`src/hdl/alu_params.svh`:
```
`ifndef ALU_PARAMS_SVH
`define ALU_PARAMS_SVH

// --------------------------------------------------
// Datapath and bus widths
// --------------------------------------------------

// Width of the accumulator, operand B and the bus data.
`define ALU_DW 8

// Wishbone word address width, covering the register map.
`define ALU_AW 3

// --------------------------------------------------
// Status byte layout, as on the 6502
// --------------------------------------------------

`define ST_C 0
`define ST_Z 1
`define ST_V 6
`define ST_N 7

`endif
```
`src/hdl/bus_pkg.sv`:
```
`include "alu_params.svh"

package bus_pkg;

   // Word addresses of the Wishbone register map.
   typedef enum logic [`ALU_AW-1:0] {
      ADDR_A      = 3'd0,
      ADDR_B      = 3'd1,
      ADDR_OP     = 3'd2,
      ADDR_STATUS = 3'd3
   } reg_addr_e;

   // Bus controller states.
   typedef enum logic [1:0] {
      IDLE      = 2'd0,
      EXEC      = 2'd1,
      WRITEBACK = 2'd2,
      ACK       = 2'd3
   } ctrl_state_e;

endpackage

```
`src/hdl/alu_pkg.sv`:
```
package alu_pkg;

   // Opcodes accepted through the opcode register.
   // Codes above OP_ROR are executed as OP_NOP.
   typedef enum logic [3:0] {
      OP_NOP      = 4'd0,
      OP_TRANSFER = 4'd1,
      OP_AND      = 4'd2,
      OP_OR       = 4'd3,
      OP_EOR      = 4'd4,
      OP_ADC      = 4'd5,
      OP_INC      = 4'd6,
      OP_DEC      = 4'd7,
      OP_CMP      = 4'd8,
      OP_ASL      = 4'd9,
      OP_LSR      = 4'd10,
      OP_ROL      = 4'd11,
      OP_ROR      = 4'd12
   } alu_op_e;

   // Processor status flags kept by the coprocessor.
   typedef struct packed {
      logic n;
      logic v;
      logic z;
      logic c;
   } alu_flags_t;

endpackage

```
`src/hdl/alu_wb_top.sv`:
```
`timescale 1ns/1ps

`include "alu_params.svh"

module alu_wb_top (
   input  logic               clk,
   input  logic               arst_n,
   input  logic               cyc,
   input  logic               stb,
   input  logic               we,
   input  logic [`ALU_AW-1:0] adr,
   input  logic [`ALU_DW-1:0] dat_w,
   output logic [`ALU_DW-1:0] dat_r,
   output logic               ack
);

   logic                wr_a;
   logic                wr_b;
   logic                wb_en;
   logic                start;
   logic                c_set;
   logic                c_clr;
   bus_pkg::reg_addr_e  rd_sel;
   alu_pkg::alu_op_e    op;
   logic [`ALU_DW-1:0]  a;
   logic [`ALU_DW-1:0]  b;
   logic [`ALU_DW-1:0]  result;
   logic                carry_out;
   logic                ovf;
   logic                valid;
   logic                c_upd;
   logic                v_upd;
   alu_pkg::alu_flags_t flags;
   logic [`ALU_DW-1:0]  status;

   // Unused status bits read as zero.
   always_comb
   begin
      status          = '0;
      status[`ST_C]   = flags.c;
      status[`ST_Z]   = flags.z;
      status[`ST_V]   = flags.v;
      status[`ST_N]   = flags.n;
   end

   alu_ctrl i_alu_ctrl (
      .clk    (clk),
      .arst_n (arst_n),
      .cyc    (cyc),
      .stb    (stb),
      .we     (we),
      .adr    (adr),
      .dat_w  (dat_w),
      .ack    (ack),
      .wr_a   (wr_a),
      .wr_b   (wr_b),
      .rd_sel (rd_sel),
      .start  (start),
      .op     (op),
      .c_set  (c_set),
      .c_clr  (c_clr),
      .wb_en  (wb_en)
   );

   alu_operands i_alu_operands (
      .clk    (clk),
      .arst_n (arst_n),
      .dat_w  (dat_w),
      .wr_a   (wr_a),
      .wr_b   (wr_b),
      .wb_en  (wb_en),
      .result (result),
      .rd_sel (rd_sel),
      .status (status),
      .a      (a),
      .b      (b),
      .dat_r  (dat_r)
   );

   alu_core i_alu_core (
      .clk       (clk),
      .arst_n    (arst_n),
      .start     (start),
      .op        (op),
      .a         (a),
      .b         (b),
      .c_in      (flags.c),
      .result    (result),
      .carry_out (carry_out),
      .ovf       (ovf),
      .valid     (valid),
      .c_upd     (c_upd),
      .v_upd     (v_upd)
   );

   alu_flags i_alu_flags (
      .clk       (clk),
      .arst_n    (arst_n),
      .valid     (valid),
      .result    (result),
      .carry_out (carry_out),
      .ovf       (ovf),
      .c_upd     (c_upd),
      .v_upd     (v_upd),
      .c_set     (c_set),
      .c_clr     (c_clr),
      .flags     (flags)
   );

endmodule

```
`src/hdl/alu_flags.sv`:
```
`timescale 1ns/1ps

`include "alu_params.svh"

module alu_flags (
   input  logic                clk,
   input  logic                arst_n,
   input  logic                valid,
   input  logic [`ALU_DW-1:0]  result,
   input  logic                carry_out,
   input  logic                ovf,
   input  logic                c_upd,
   input  logic                v_upd,
   input  logic                c_set,
   input  logic                c_clr,
   output alu_pkg::alu_flags_t flags
);

   // --------------------------------------------------
   // Status register
   // --------------------------------------------------

   always_ff @(posedge clk or negedge arst_n)
   begin
      if (!arst_n)
      begin
         flags <= '0;
      end
      else if (c_set)
      begin
         flags.c <= 1'b1;
      end
      else if (c_clr)
      begin
         flags.c <= 1'b0;
      end
      else if (valid)
      begin
         // N and Z follow every result; C and V only when the operation owns them.
         flags.n <= result[`ALU_DW-1];
         flags.z <= (result == '0);

         if (c_upd)
            flags.c <= carry_out;

         if (v_upd)
            flags.v <= ovf;
      end
   end

endmodule

```
`src/hdl/alu_core.sv`:
```
`timescale 1ns/1ps

`include "alu_params.svh"

module alu_core (
   input  logic                clk,
   input  logic                arst_n,
   input  logic                start,
   input  alu_pkg::alu_op_e    op,
   input  logic [`ALU_DW-1:0]  a,
   input  logic [`ALU_DW-1:0]  b,
   input  logic                c_in,
   output logic [`ALU_DW-1:0]  result,
   output logic                carry_out,
   output logic                ovf,
   output logic                valid,
   output logic                c_upd,
   output logic                v_upd
);

   localparam int MSB = `ALU_DW - 1;

   logic [`ALU_DW:0]   sum9;
   logic [`ALU_DW:0]   diff9;
   logic [`ALU_DW-1:0] res_nxt;
   logic               cout_nxt;
   logic               ovf_nxt;
   logic               cu_nxt;
   logic               vu_nxt;

   assign sum9  = {1'b0, a} + {1'b0, b} + (`ALU_DW+1)'(c_in);
   assign diff9 = {1'b0, a} - {1'b0, b};

   // --------------------------------------------------
   // Operation decode
   // --------------------------------------------------

   always_comb
   begin
      res_nxt  = a;
      cout_nxt = c_in;
      ovf_nxt  = 1'b0;
      cu_nxt   = 1'b0;
      vu_nxt   = 1'b0;

      case (op)
         alu_pkg::OP_TRANSFER:
            res_nxt = b;
         alu_pkg::OP_AND:
            res_nxt = a & b;
         alu_pkg::OP_OR:
            res_nxt = a | b;
         alu_pkg::OP_EOR:
            res_nxt = a ^ b;
         alu_pkg::OP_ADC:
         begin
            res_nxt  = sum9[MSB:0];
            cout_nxt = sum9[`ALU_DW];
            // Two operands of one sign giving a sum of the other sign.
            ovf_nxt  = (a[MSB] == b[MSB]) && (sum9[MSB] != a[MSB]);
            cu_nxt   = 1'b1;
            vu_nxt   = 1'b1;
         end
         alu_pkg::OP_INC:
            res_nxt = a + 1'b1;
         alu_pkg::OP_DEC:
            res_nxt = a - 1'b1;
         alu_pkg::OP_CMP:
         begin
            // The 6502 carry after a compare means no borrow.
            res_nxt  = diff9[MSB:0];
            cout_nxt = !diff9[`ALU_DW];
            cu_nxt   = 1'b1;
         end
         alu_pkg::OP_ASL:
         begin
            res_nxt  = {a[MSB-1:0], 1'b0};
            cout_nxt = a[MSB];
            cu_nxt   = 1'b1;
         end
         alu_pkg::OP_LSR:
         begin
            res_nxt  = {1'b0, a[MSB:1]};
            cout_nxt = a[0];
            cu_nxt   = 1'b1;
         end
         alu_pkg::OP_ROL:
         begin
            res_nxt  = {a[MSB-1:0], c_in};
            cout_nxt = a[MSB];
            cu_nxt   = 1'b1;
         end
         alu_pkg::OP_ROR:
         begin
            res_nxt  = {c_in, a[MSB:1]};
            cout_nxt = a[0];
            cu_nxt   = 1'b1;
         end
         default:
            res_nxt = a;
      endcase
   end

   // --------------------------------------------------
   // Output registers
   // --------------------------------------------------

   always_ff @(posedge clk or negedge arst_n)
   begin
      if (!arst_n)
      begin
         valid <= 1'b0;
         c_upd <= 1'b0;
         v_upd <= 1'b0;
      end
      else
      begin
         valid <= start;
         if (start)
         begin
            c_upd <= cu_nxt;
            v_upd <= vu_nxt;
         end
      end
   end

   always_ff @(posedge clk)
   begin
      if (start)
      begin
         result    <= res_nxt;
         carry_out <= cout_nxt;
         ovf       <= ovf_nxt;
      end
   end

endmodule

```
`src/hdl/alu_operands.sv`:
```
`timescale 1ns/1ps

`include "alu_params.svh"

module alu_operands (
   input  logic                clk,
   input  logic                arst_n,
   input  logic [`ALU_DW-1:0]  dat_w,
   input  logic                wr_a,
   input  logic                wr_b,
   input  logic                wb_en,
   input  logic [`ALU_DW-1:0]  result,
   input  bus_pkg::reg_addr_e  rd_sel,
   input  logic [`ALU_DW-1:0]  status,
   output logic [`ALU_DW-1:0]  a,
   output logic [`ALU_DW-1:0]  b,
   output logic [`ALU_DW-1:0]  dat_r
);

   // --------------------------------------------------
   // Accumulator and operand B
   // --------------------------------------------------

   always_ff @(posedge clk or negedge arst_n)
   begin
      if (!arst_n)
      begin
         a <= '0;
         b <= '0;
      end
      else
      begin
         // Bus writes and write-back never coincide.
         if (wb_en)
            a <= result;
         else if (wr_a)
            a <= dat_w;

         if (wr_b)
            b <= dat_w;
      end
   end

   // --------------------------------------------------
   // Read data
   // --------------------------------------------------

   always_comb
   begin
      case (rd_sel)
         bus_pkg::ADDR_A:
            dat_r = a;
         bus_pkg::ADDR_B:
            dat_r = b;
         bus_pkg::ADDR_STATUS:
            dat_r = status;
         default:
            dat_r = '0;
      endcase
   end

endmodule

```
`src/hdl/alu_ctrl.sv`:
```
`timescale 1ns/1ps

`include "alu_params.svh"

module alu_ctrl (
   input  logic                clk,
   input  logic                arst_n,
   input  logic                cyc,
   input  logic                stb,
   input  logic                we,
   input  logic [`ALU_AW-1:0]  adr,
   input  logic [`ALU_DW-1:0]  dat_w,
   output logic                ack,
   output logic                wr_a,
   output logic                wr_b,
   output bus_pkg::reg_addr_e  rd_sel,
   output logic                start,
   output alu_pkg::alu_op_e    op,
   output logic                c_set,
   output logic                c_clr,
   output logic                wb_en
);

   bus_pkg::ctrl_state_e state;
   bus_pkg::reg_addr_e   addr;
   alu_pkg::alu_op_e     op_dec;
   logic                 accept;
   logic                 wr_acc;

   assign addr = bus_pkg::reg_addr_e'(adr);

   // A new access is only taken in IDLE, so a running operation holds off the bus.
   assign accept = cyc && stb && (state == bus_pkg::IDLE);
   assign wr_acc = accept && we;

   always_comb
   begin
      if (dat_w[3:0] > 4'(alu_pkg::OP_ROR))
         op_dec = alu_pkg::OP_NOP;
      else
         op_dec = alu_pkg::alu_op_e'(dat_w[3:0]);
   end

   // --------------------------------------------------
   // Sequencer
   // --------------------------------------------------

   always_ff @(posedge clk or negedge arst_n)
   begin
      if (!arst_n)
      begin
         state <= bus_pkg::IDLE;
         op    <= alu_pkg::OP_NOP;
      end
      else
      begin
         case (state)
            bus_pkg::IDLE:
            begin
               if (wr_acc && (addr == bus_pkg::ADDR_OP))
               begin
                  op    <= op_dec;
                  state <= bus_pkg::EXEC;
               end
               else if (accept)
               begin
                  state <= bus_pkg::ACK;
               end
            end
            bus_pkg::EXEC:
            begin
               state <= bus_pkg::WRITEBACK;
            end
            bus_pkg::WRITEBACK:
            begin
               state <= bus_pkg::ACK;
            end
            default:
            begin
               state <= bus_pkg::IDLE;
            end
         endcase
      end
   end

   // --------------------------------------------------
   // Single-cycle strobes
   // --------------------------------------------------

   assign ack   = (state == bus_pkg::ACK);
   assign start = (state == bus_pkg::EXEC);

   // CMP only sets flags and NOP has nothing to store.
   assign wb_en = (state == bus_pkg::WRITEBACK) &&
                  (op != alu_pkg::OP_CMP) && (op != alu_pkg::OP_NOP);

   assign wr_a = wr_acc && (addr == bus_pkg::ADDR_A);
   assign wr_b = wr_acc && (addr == bus_pkg::ADDR_B);

   // Setting the carry takes priority when both bits are written.
   assign c_set = wr_acc && (addr == bus_pkg::ADDR_STATUS) && dat_w[0];
   assign c_clr = wr_acc && (addr == bus_pkg::ADDR_STATUS) && dat_w[1] && !dat_w[0];

   // The master holds adr until ack, so the read select follows it directly.
   assign rd_sel = addr;

endmodule

```
`config.mk`:
```
export PLATFORM = sky130hd
export DESIGN_NAME = alu_wb_top
export DESIGN_NICKNAME = d
export VERILOG_FILES = /design/src/hdl/bus_pkg.sv /design/src/hdl/alu_pkg.sv /design/src/hdl/alu_wb_top.sv /design/src/hdl/alu_flags.sv /design/src/hdl/alu_core.sv /design/src/hdl/alu_operands.sv /design/src/hdl/alu_ctrl.sv
export VERILOG_INCLUDE_DIRS = /design/src /design/src/hdl
export SDC_FILE = /design/constraint.sdc
export NUM_CORES = 1
export LEC_CHECK = 0
export ABC_AREA = 1
export BUFFER_PORTS_ARGS = -buffer_cell sky130_fd_sc_hd__buf_2
export CAP_MARGIN = 0
export CORE_AREA = 10 10 94 96
export CTS_CLUSTER_DIAMETER = 30
export DETAILED_ROUTE_END_ITERATION = 16
export DIE_AREA = 0 0 104 106
export HOLD_SLACK_MARGIN = 0.12
export PLACE_DENSITY = 0.69
export SETUP_SLACK_MARGIN = 0.1
export SLEW_MARGIN = 20
export SYNTH_ARGS = -nofsm -noshare
export SYNTH_HDL_FRONTEND = slang
export SYNTH_SLANG_ARGS = --single-unit
export TNS_END_PERCENT = 100
```
`constraint.sdc`:
```
create_clock -name clk -period 4.8 [get_ports clk]
set_input_delay 0.96 -clock clk [delete_from_list [all_inputs] [get_ports clk]]
set_output_delay 0.96 -clock clk [all_outputs]
set_load 0.01 [all_outputs]
```
==> results of run 1 <==
==> final cells by class <==
class | instances | area (um^2) | area share (%)
clock buffers | 6 | 72.6 | 1.85
clock inverters | 2 | 60.1 | 1.53
inverters | 76 | 285 | 7.26
flip-flops and latches | 39 | 1030 | 26.1
multi-input cells | 409 | 2240 | 57.0
well taps | 99 | 124 | 3.15
repair buffers | 24 | 120 | 3.06
==> sequential cells by signal (all words and copies together), names as in the netlist <==
name and flops:
i_alu_ctrl.state 2, i_alu_core.carry_out 1, i_alu_core.c_upd 1, i_alu_core.valid 1, i_alu_flags.flags 4, i_alu_operands.a 8, i_alu_core.v_upd 1, i_alu_core.ovf 1
i_alu_operands.b 8, i_alu_ctrl.op 4, i_alu_core.result 8
==> synth_stat cells, drive strengths merged <==
master   count
o311ai       1
a21oi       31
clkinv       3
edfxtp      10
a2bb2oi      1
a22oi        3
a31oi        1
nor3         7
o21a         1
clkbuf       1
or2          2
xor2         2
xnor2        1
inv         73
nand3       37
dfrtp       29
o31ai        1
o221ai       3
a211oi       3
a221oi       2
nor2        68
nand4       13
o21ai       47
buf          5
nand3b       2
o211ai       4
ha          29
o2111ai      3
fa           3
nand2      134
nand2b       1
a41oi        2
o22ai        7
==> through the flow <==
step	total power, mW	instance area, um^2
final	2.58	3930
after global routing	2.81	3930
after CTS	2.54	3930
after detailed placement	2.22	3790
after global placement	2.19	3790
after floorplan	1.75	3580
==> worst register-to-register path: cells and delay by family, from the launching register on <==
| kind | cells | cell delay [ps] |
|---|---|---|
| AO/OA/AOI/OAI | 4 | 540 |
| adder cells (fa/ha/maj) | 1 | 530 |
| buffers and inverters | 2 | 520 |
| flip-flops | 1 | 540 |
| AND/OR/NAND/NOR | 2 | 370 |
==> cells in the final DEF (no fill, tap or decap), types with 7 or more instances in the layout <==
master	n
o21ai_1	8
inv_1	66
inv_2	7
edfxtp_1	10
nor2_1	62
nand2_1	128
nand4_1	13
buf_2	24
dfrtp_1	29
o22ai_1	7
nor3_1	7
o21ai_0	36
nand3_1	36
ha_1	29
a21oi_1	31
==> power breakdown <==
group | switching [mW] | internal [mW]
clock network | 0.115 | 0.208
logic | 1.09 | 0.487
registers | 0.180 | 0.506
total | 1.38 | 1.20
==> cells by family (layout without fill, tap and decap cells) <==
| group | count (synthesis) | count (layout) | share of synthesized area [%] |
|---|---|---|---|
| XOR/XNOR | 3 | 3 | 0.734 |
| adder cells (fa/ha/maj) | 32 | 32 | 11.8 |
| AO/OA/AOI/OAI | 110 | 110 | 18.1 |
| buffers and inverters | 82 | 108 | 8.77 |
| flip-flops | 39 | 39 | 28.7 |
| AND/OR/NAND/NOR | 264 | 264 | 31.9 |
==> layer usage <==
| layer | up-vias | routed length, um |
|---|---|---|
| met4 | 0 | 194 |
| met1 | 1781 | 4950 |
| met5 | - | 0 |
| met3 | 17 | 1030 |
| li1 | 1817 | - |
| met2 | 201 | 5560 |
==> how the worst max path moves through the flow <==
stage                     to  cells past startpoint  startpoint  slack [ps]
global route        dat_r[7]                      5      adr[1]        1390
floorplan           dat_r[7]                      3      adr[1]        2090
finish              dat_r[7]                      5      adr[1]        1550
detailed placement  dat_r[7]                      5      adr[1]        1560
global placement    dat_r[7]                      5      adr[1]        1630
CTS                 dat_r[7]                      5      adr[1]        1550
==> flow_summary.yaml, run 1 <==
synthesis:
  ys_seq_elements: 39
  netlist_instances: 530
  synth_area_per_cell_um2: 6.75
  synth_top_cells_by_area: "dfrtp_1 (20%), nand2_1 (13%), ha_1 (10%), edfxtp_1 (8.4%), inv_1 (6.9%)"
  ys.warnings.count: 0
  synth_largest_area_cell: "dfrtp_1"
  synth_cell_type_count: 41
  yosysTopAreaCellShare_pct: 20.3
  synth.net_count: 578
  syn_area_um2: 3580
  synth-seq-area-share_pct: 28.7
global_route:
  overflow: 0
  grt_busiest_layer: "met2"
  first_global_vias: 3747
  globalRouteMet2Util_pct: 35.8
  grt_use_total_pct: 21.1
  use_met1_pct: 27.8
  antenna_found_initial: 0
  met3_usage_pct: 3.56
  grt_pass1_wl_um: 19500
  grt_max_degree: 30
setup_path:
  critPathBufInv: 3
  cp-start-kind: "primary input"
  max_stage_delay_ps: 500
  r2r_start: "i_alu_operands.a[2]$_DFFE_PN0P_"
  crit_family: "buffers and inverters"
  required_ps: 3840
  cp.arrival_ps: 2290
  cpMostUsedCell: "buf_2"
  cp_max_fo: 5
  r2r_slack_ps: 2050
  crit_chain: "buf_2 > nor3_1 > inv_1 > o221ai_1 > buf_2"
  r2r-end: "i_alu_core.result[3]$_DFFE_PP_"
  criticalPathCategory: "primary input to output port"
  rr_worst_depth: 9
  crit_slowest_cell: "nor3_1"
  endpoint_kind: "output port"
routing:
  wl_um: 11700
  drc: 0
  drtPass1Iterations: 5
  via_per_inst: 5.83
  drt_iter0_drc: 413
  routedWlPerCell_um: 17.9
  vias: 3816
  ant_nets: 0
timing:
  min_period_ps: 3250
  finalSetupViolCount: 0
  finalWorstSetupSlack_ps: 1550
  max_freq_mhz: 308
  finClkSkew_ps: 10.3
  relSlewSlack_pct: 52.3
  hold_viol_final: 0
  worst_slew_pin_slew_ps: 715
  tns_ps: 0
  hold-worst-slack_ps: 504
  rsz0062_at_grt: "no"
  slew_violations: 0
  period_share_pct: 67.7
placement:
  post-dp-hpwl_um: 9090
  place_ws_ps: 1560
  routabilityCongestion: 0.960
  io_buffers: 24
  dp_cells: 647
min_path:
  hp-class: "register to register"
  min-delay-start: "i_alu_flags.flags[3]$_DFFE_PN0P_"
  min_to: "i_alu_flags.flags[3]$_DFFE_PN0P_"
  worstHoldPathCells: 2
die:
  row_count: 31
  dieArea_um2: 11000
  io_pins: 25
  dieWidth_um: 104
  core_area_um2: 7060
  die_y_um: 106
  start_util_pct: 50.7
clock_tree:
  cts_resized: 0
  clockRootBuffer: "clkbuf_8"
  insertion_delay_ps: 290
  cts_setup_buffers: 0
  htreeDepth: 2
  ctsHoldBuffers: 0
  clock-sinks: 39
  cts_buffer_depth: 2
  cts_buffers: 5
  clk_pin_slew_worst_paths_ps: 80
  cts_tree: "done"
final_layout:
  postLayoutCoreUtil_pct: 55.6
  nNetsFinal: 603
  syn_to_final_growth_pct: 9.72
  diodes: 0
  nFillCells: 699
  drive_gt1_share_pct: 10.1
  stdcell_count: 655
run:
  maxCapViolCount: 0
power:
  p_per_area_nw_per_um2: 658
  ir_drop_uv: 330
  p_leak_nw: 1.90
status:
  outcome: "complete, no violations"
(Power assumes the default switching activity.)
==> run 2, diff against run 1 <==
--- a/config.mk
+++ b/config.mk
@@ -6,15 +6,15 @@
 export SDC_FILE = /design/constraint.sdc
 export NUM_CORES = 1
 export LEC_CHECK = 0
-export ABC_AREA = 1
+export ABC_AREA = 0
 export BUFFER_PORTS_ARGS = -buffer_cell sky130_fd_sc_hd__buf_2
 export CAP_MARGIN = 0
-export CORE_AREA = 10 10 94 96
+export CORE_AREA = 10 10 96 98
 export CTS_CLUSTER_DIAMETER = 30
 export DETAILED_ROUTE_END_ITERATION = 16
-export DIE_AREA = 0 0 104 106
+export DIE_AREA = 0 0 106 108
 export HOLD_SLACK_MARGIN = 0.12
-export PLACE_DENSITY = 0.69
+export PLACE_DENSITY = 0.7
 export SETUP_SLACK_MARGIN = 0.1
 export SLEW_MARGIN = 20
 export SYNTH_ARGS = -nofsm -noshare
==> constraint.sdc (replaced) <==
create_clock -name clk -period 2.8 [get_ports clk]
set_input_delay 0.56 -clock clk [delete_from_list [all_inputs] [get_ports clk]]
set_output_delay 0.56 -clock clk [all_outputs]
set_load 0.01 [all_outputs]
==> run 2 against run 1 <==
  * Power grew 110%
  * Highest routed layer unchanged
  * Largest power group unchanged
  * Sequential power grew 59%
  * Via count shrank 2.2%
  * Clock skew is essentially flat
  * Sequential cell count is the same
  * Sequential share of layout area shrank 2.0 points
  * First-iteration DRC count grew 9.7%
  * Utilization grew 1.5 points
==> flow_summary.yaml, run 2 <==
status:
  outcome: "complete, no violations"
final_layout:
  fin_area_um2: 4260
  layout_commonest_cell: "nor2_1"
  final_cell_mix: "nor2_1 (40), o21ai_0 (39), buf_4 (39)"
  nFillCells: 717
  diodes: 0
  postLayoutCoreUtil_pct: 57.2
  drive_gt1_share_pct: 20.4
  reg_top3: "i_alu_core.result (8), i_alu_operands.a (8), i_alu_operands.b (8)"
  nNetsFinal: 542
  syn_to_final_growth_pct: 14.7
setup_path:
  cp-start-kind: "register"
  cp.arrival_ps: 2680
  endpoint_kind: "register"
  required_ps: 2870
  cp_max_fo: 4
  criticalPathCategory: "register to register"
timing:
  hold-worst-slack_ps: 285
  relSlewSlack_pct: 46.0
  hold_viol_final: 0
  worst_slew_pin_slew_ps: 810
  max_freq_mhz: 383
  tns_ps: 0
  finClkSkew_ps: 9.92
  rsz0062_at_grt: "no"
  slew_violations: 0
  period_share_pct: 93.2
  min_period_ps: 2610
  finalSetupViolCount: 0
min_path:
  hp-class: "primary input to async pin"
synthesis:
  synth_top_cells_by_area: "dfrtp_1 (20%), ha_1 (9.8%), edfxtp_1 (8.1%), o21ai_0 (5.4%), a21oi_1 (5.3%)"
  synth_area_per_cell_um2: 8.19
  synth.net_count: 501
  ys.warnings.count: 0
  netlist_instances: 453
  synth_cell_type_count: 70
  ys.flop_type: "dfrtp_1"
  synth_edf_count: 10
  synth-seq-area-share_pct: 27.6
  ys_seq_elements: 39
  syn_area_um2: 3710
  synthTopCellsByCount: "nor2_1 (40), o21ai_0 (40), a21oi_1 (39), nand2_1 (33), inv_1 (30)"
  yosysTopAreaCellShare_pct: 19.6
  async_reset_ff_share_pct: 74.4
  synth_largest_area_cell: "dfrtp_1"
clock_tree:
  htreeDepth: 2
  cts_buffers: 5
  clk_pin_slew_worst_paths_ps: 90
  ctsHoldBuffers: 0
  clockRootBuffer: "clkbuf_8"
  cts_tree: "done"
  cts_buffer_depth: 2
  insertion_delay_ps: 300
  clock-sinks: 39
global_route:
  overflow: 0
  antenna_found_initial: 0
  grt_pass1_wl_um: 19500
  grt_max_degree: 30
  grt_use_total_pct: 21.1
  first_global_vias: 3651
die:
  dieWidth_um: 106
  row_count: 32
  dieArea_um2: 11400
  io_pins: 25
  core_area_um2: 7450
  die_y_um: 108
  start_util_pct: 49.8
placement:
  post-dp-hpwl_um: 9410
  routabilityCongestion: 0.972
  placed_cell_area_um2: 4090
  io_buffers: 24
power:
  ir_drop_uv: 608
  power.total_mw: 5.31
  p_per_area_nw_per_um2: 1250
  p_leak_nw: 1.86
routing:
  drtPass1Iterations: 5
  drc: 0
  vias: 3731
  ant_nets: 0
  routedWlPerCell_um: 20.3
  drt_iter0_drc: 453
  via_per_inst: 6.25
  wl_um: 12100
run:
  maxCapViolCount: 0
## run 2: changes by cell type after synthesis, moves of 8 or more
cell,before,now
a21o_1,0,8
a21oi_1,31,39
clkbuf_1,1,13
inv_1,66,30
mux2_2,0,11
mux2i_1,0,13
nand2_1,128,33
nand3_1,36,12
nand4_1,13,4
nor2_1,62,40
## run 2: cells by family (layout without fill, tap and decap cells)
family	count (synthesis)	in the layout	synth area share, %
XOR/XNOR	5	5	1.18
multiplexers	25	25	7.45
AND/OR/NAND/NOR	134	134	17.7
flip-flops	39	39	27.6
AO/OA/AOI/OAI	156	156	27.5
buffers and inverters	61	103	6.81
adder cells (fa/ha/maj)	33	33	11.7
## run 2: power by group
part,internal (mW),switching (mW),total [mW]
Clock,0.266,0.228,0.494
Sequential,0.874,0.218,1.09
Combinational,1.52,2.20,3.72
Total,2.66,2.65,5.31
## run 2: layout make-up
cell class                 instances  area [um^2]  share of cell area, %
tap                              102          128                   3.00
clock inverter                     3         43.8                   1.03
multi-input combinational        353         2450                   57.5
sequential                        39         1030                   24.1
timing repair buffer              64          424                   9.96
inverter                          31          116                   2.73
clock buffer                       5         68.8                   1.62
## run 2: path summary, 6_finish.rpt
check                                                 from                          endpoint  slack, ps  cells past startpoint
max                        i_alu_operands.b[0]$_DFFE_PN0P_    i_alu_core.result[6]$_DFFE_PP_        190                     10
min                                                 arst_n   i_alu_operands.a[0]$_DFFE_PN0P_        290                      1
max reg2reg                i_alu_operands.b[0]$_DFFE_PN0P_    i_alu_core.result[6]$_DFFE_PP_        190                     10
min reg2reg                   i_alu_core.ovf$_SDFFCE_PN0P_  i_alu_flags.flags[2]$_DFFE_PN0P_        500                      1
max in group asynchronous                           arst_n   i_alu_operands.a[0]$_DFFE_PN0P_       2050                      1
min in group clk                                  dat_w[7]   i_alu_operands.b[7]$_DFFE_PN0P_        500                      2
## run 2: metrics by stage
| step | cells | setup slack, ps |
|---|---|---|
| final | 597 | 191 |
| after detailed placement | 585 | 35.7 |
| after CTS | 594 | 106 |
| after floorplan | 453 | 106 |
| after global routing | 597 | 82.7 |
| after global placement | 585 | 88.5 |
## run 2: timing repair
| action | CTS | global route |
|---|---|---|
| buffers inserted | 1 | 3 |
| pin swaps | 0 | 6 |
| setup endpoints to repair | 1 | 3 |
| hold endpoints to repair | 0 | 0 |
| gates resized for setup | 1 | 8 |
## run 2: metal layers
| metal | global-route usage, % | vias to the layer above | routed length [um] |
|---|---|---|---|
| li1 | - | 1744 | - |
| met1 | 27.1 | 1773 | 4900 |
| met2 | 33.3 | 176 | 5700 |
| met3 | 3.87 | 38 | 1030 |
| met4 | 11.0 | 0 | 482 |
| met5 | 0 | - | 0 |
## run 2: critical path, stage by stage (launching register included)
cell      delay [ps]
dfrtp_1          420
buf_6            140
ha_2             190
fa_2             370
o21bai_1         170
a21oi_2          100
o31a_1           330
a221o_1          340
a21oi_2          140
o21ai_1           80
o21a_1           100
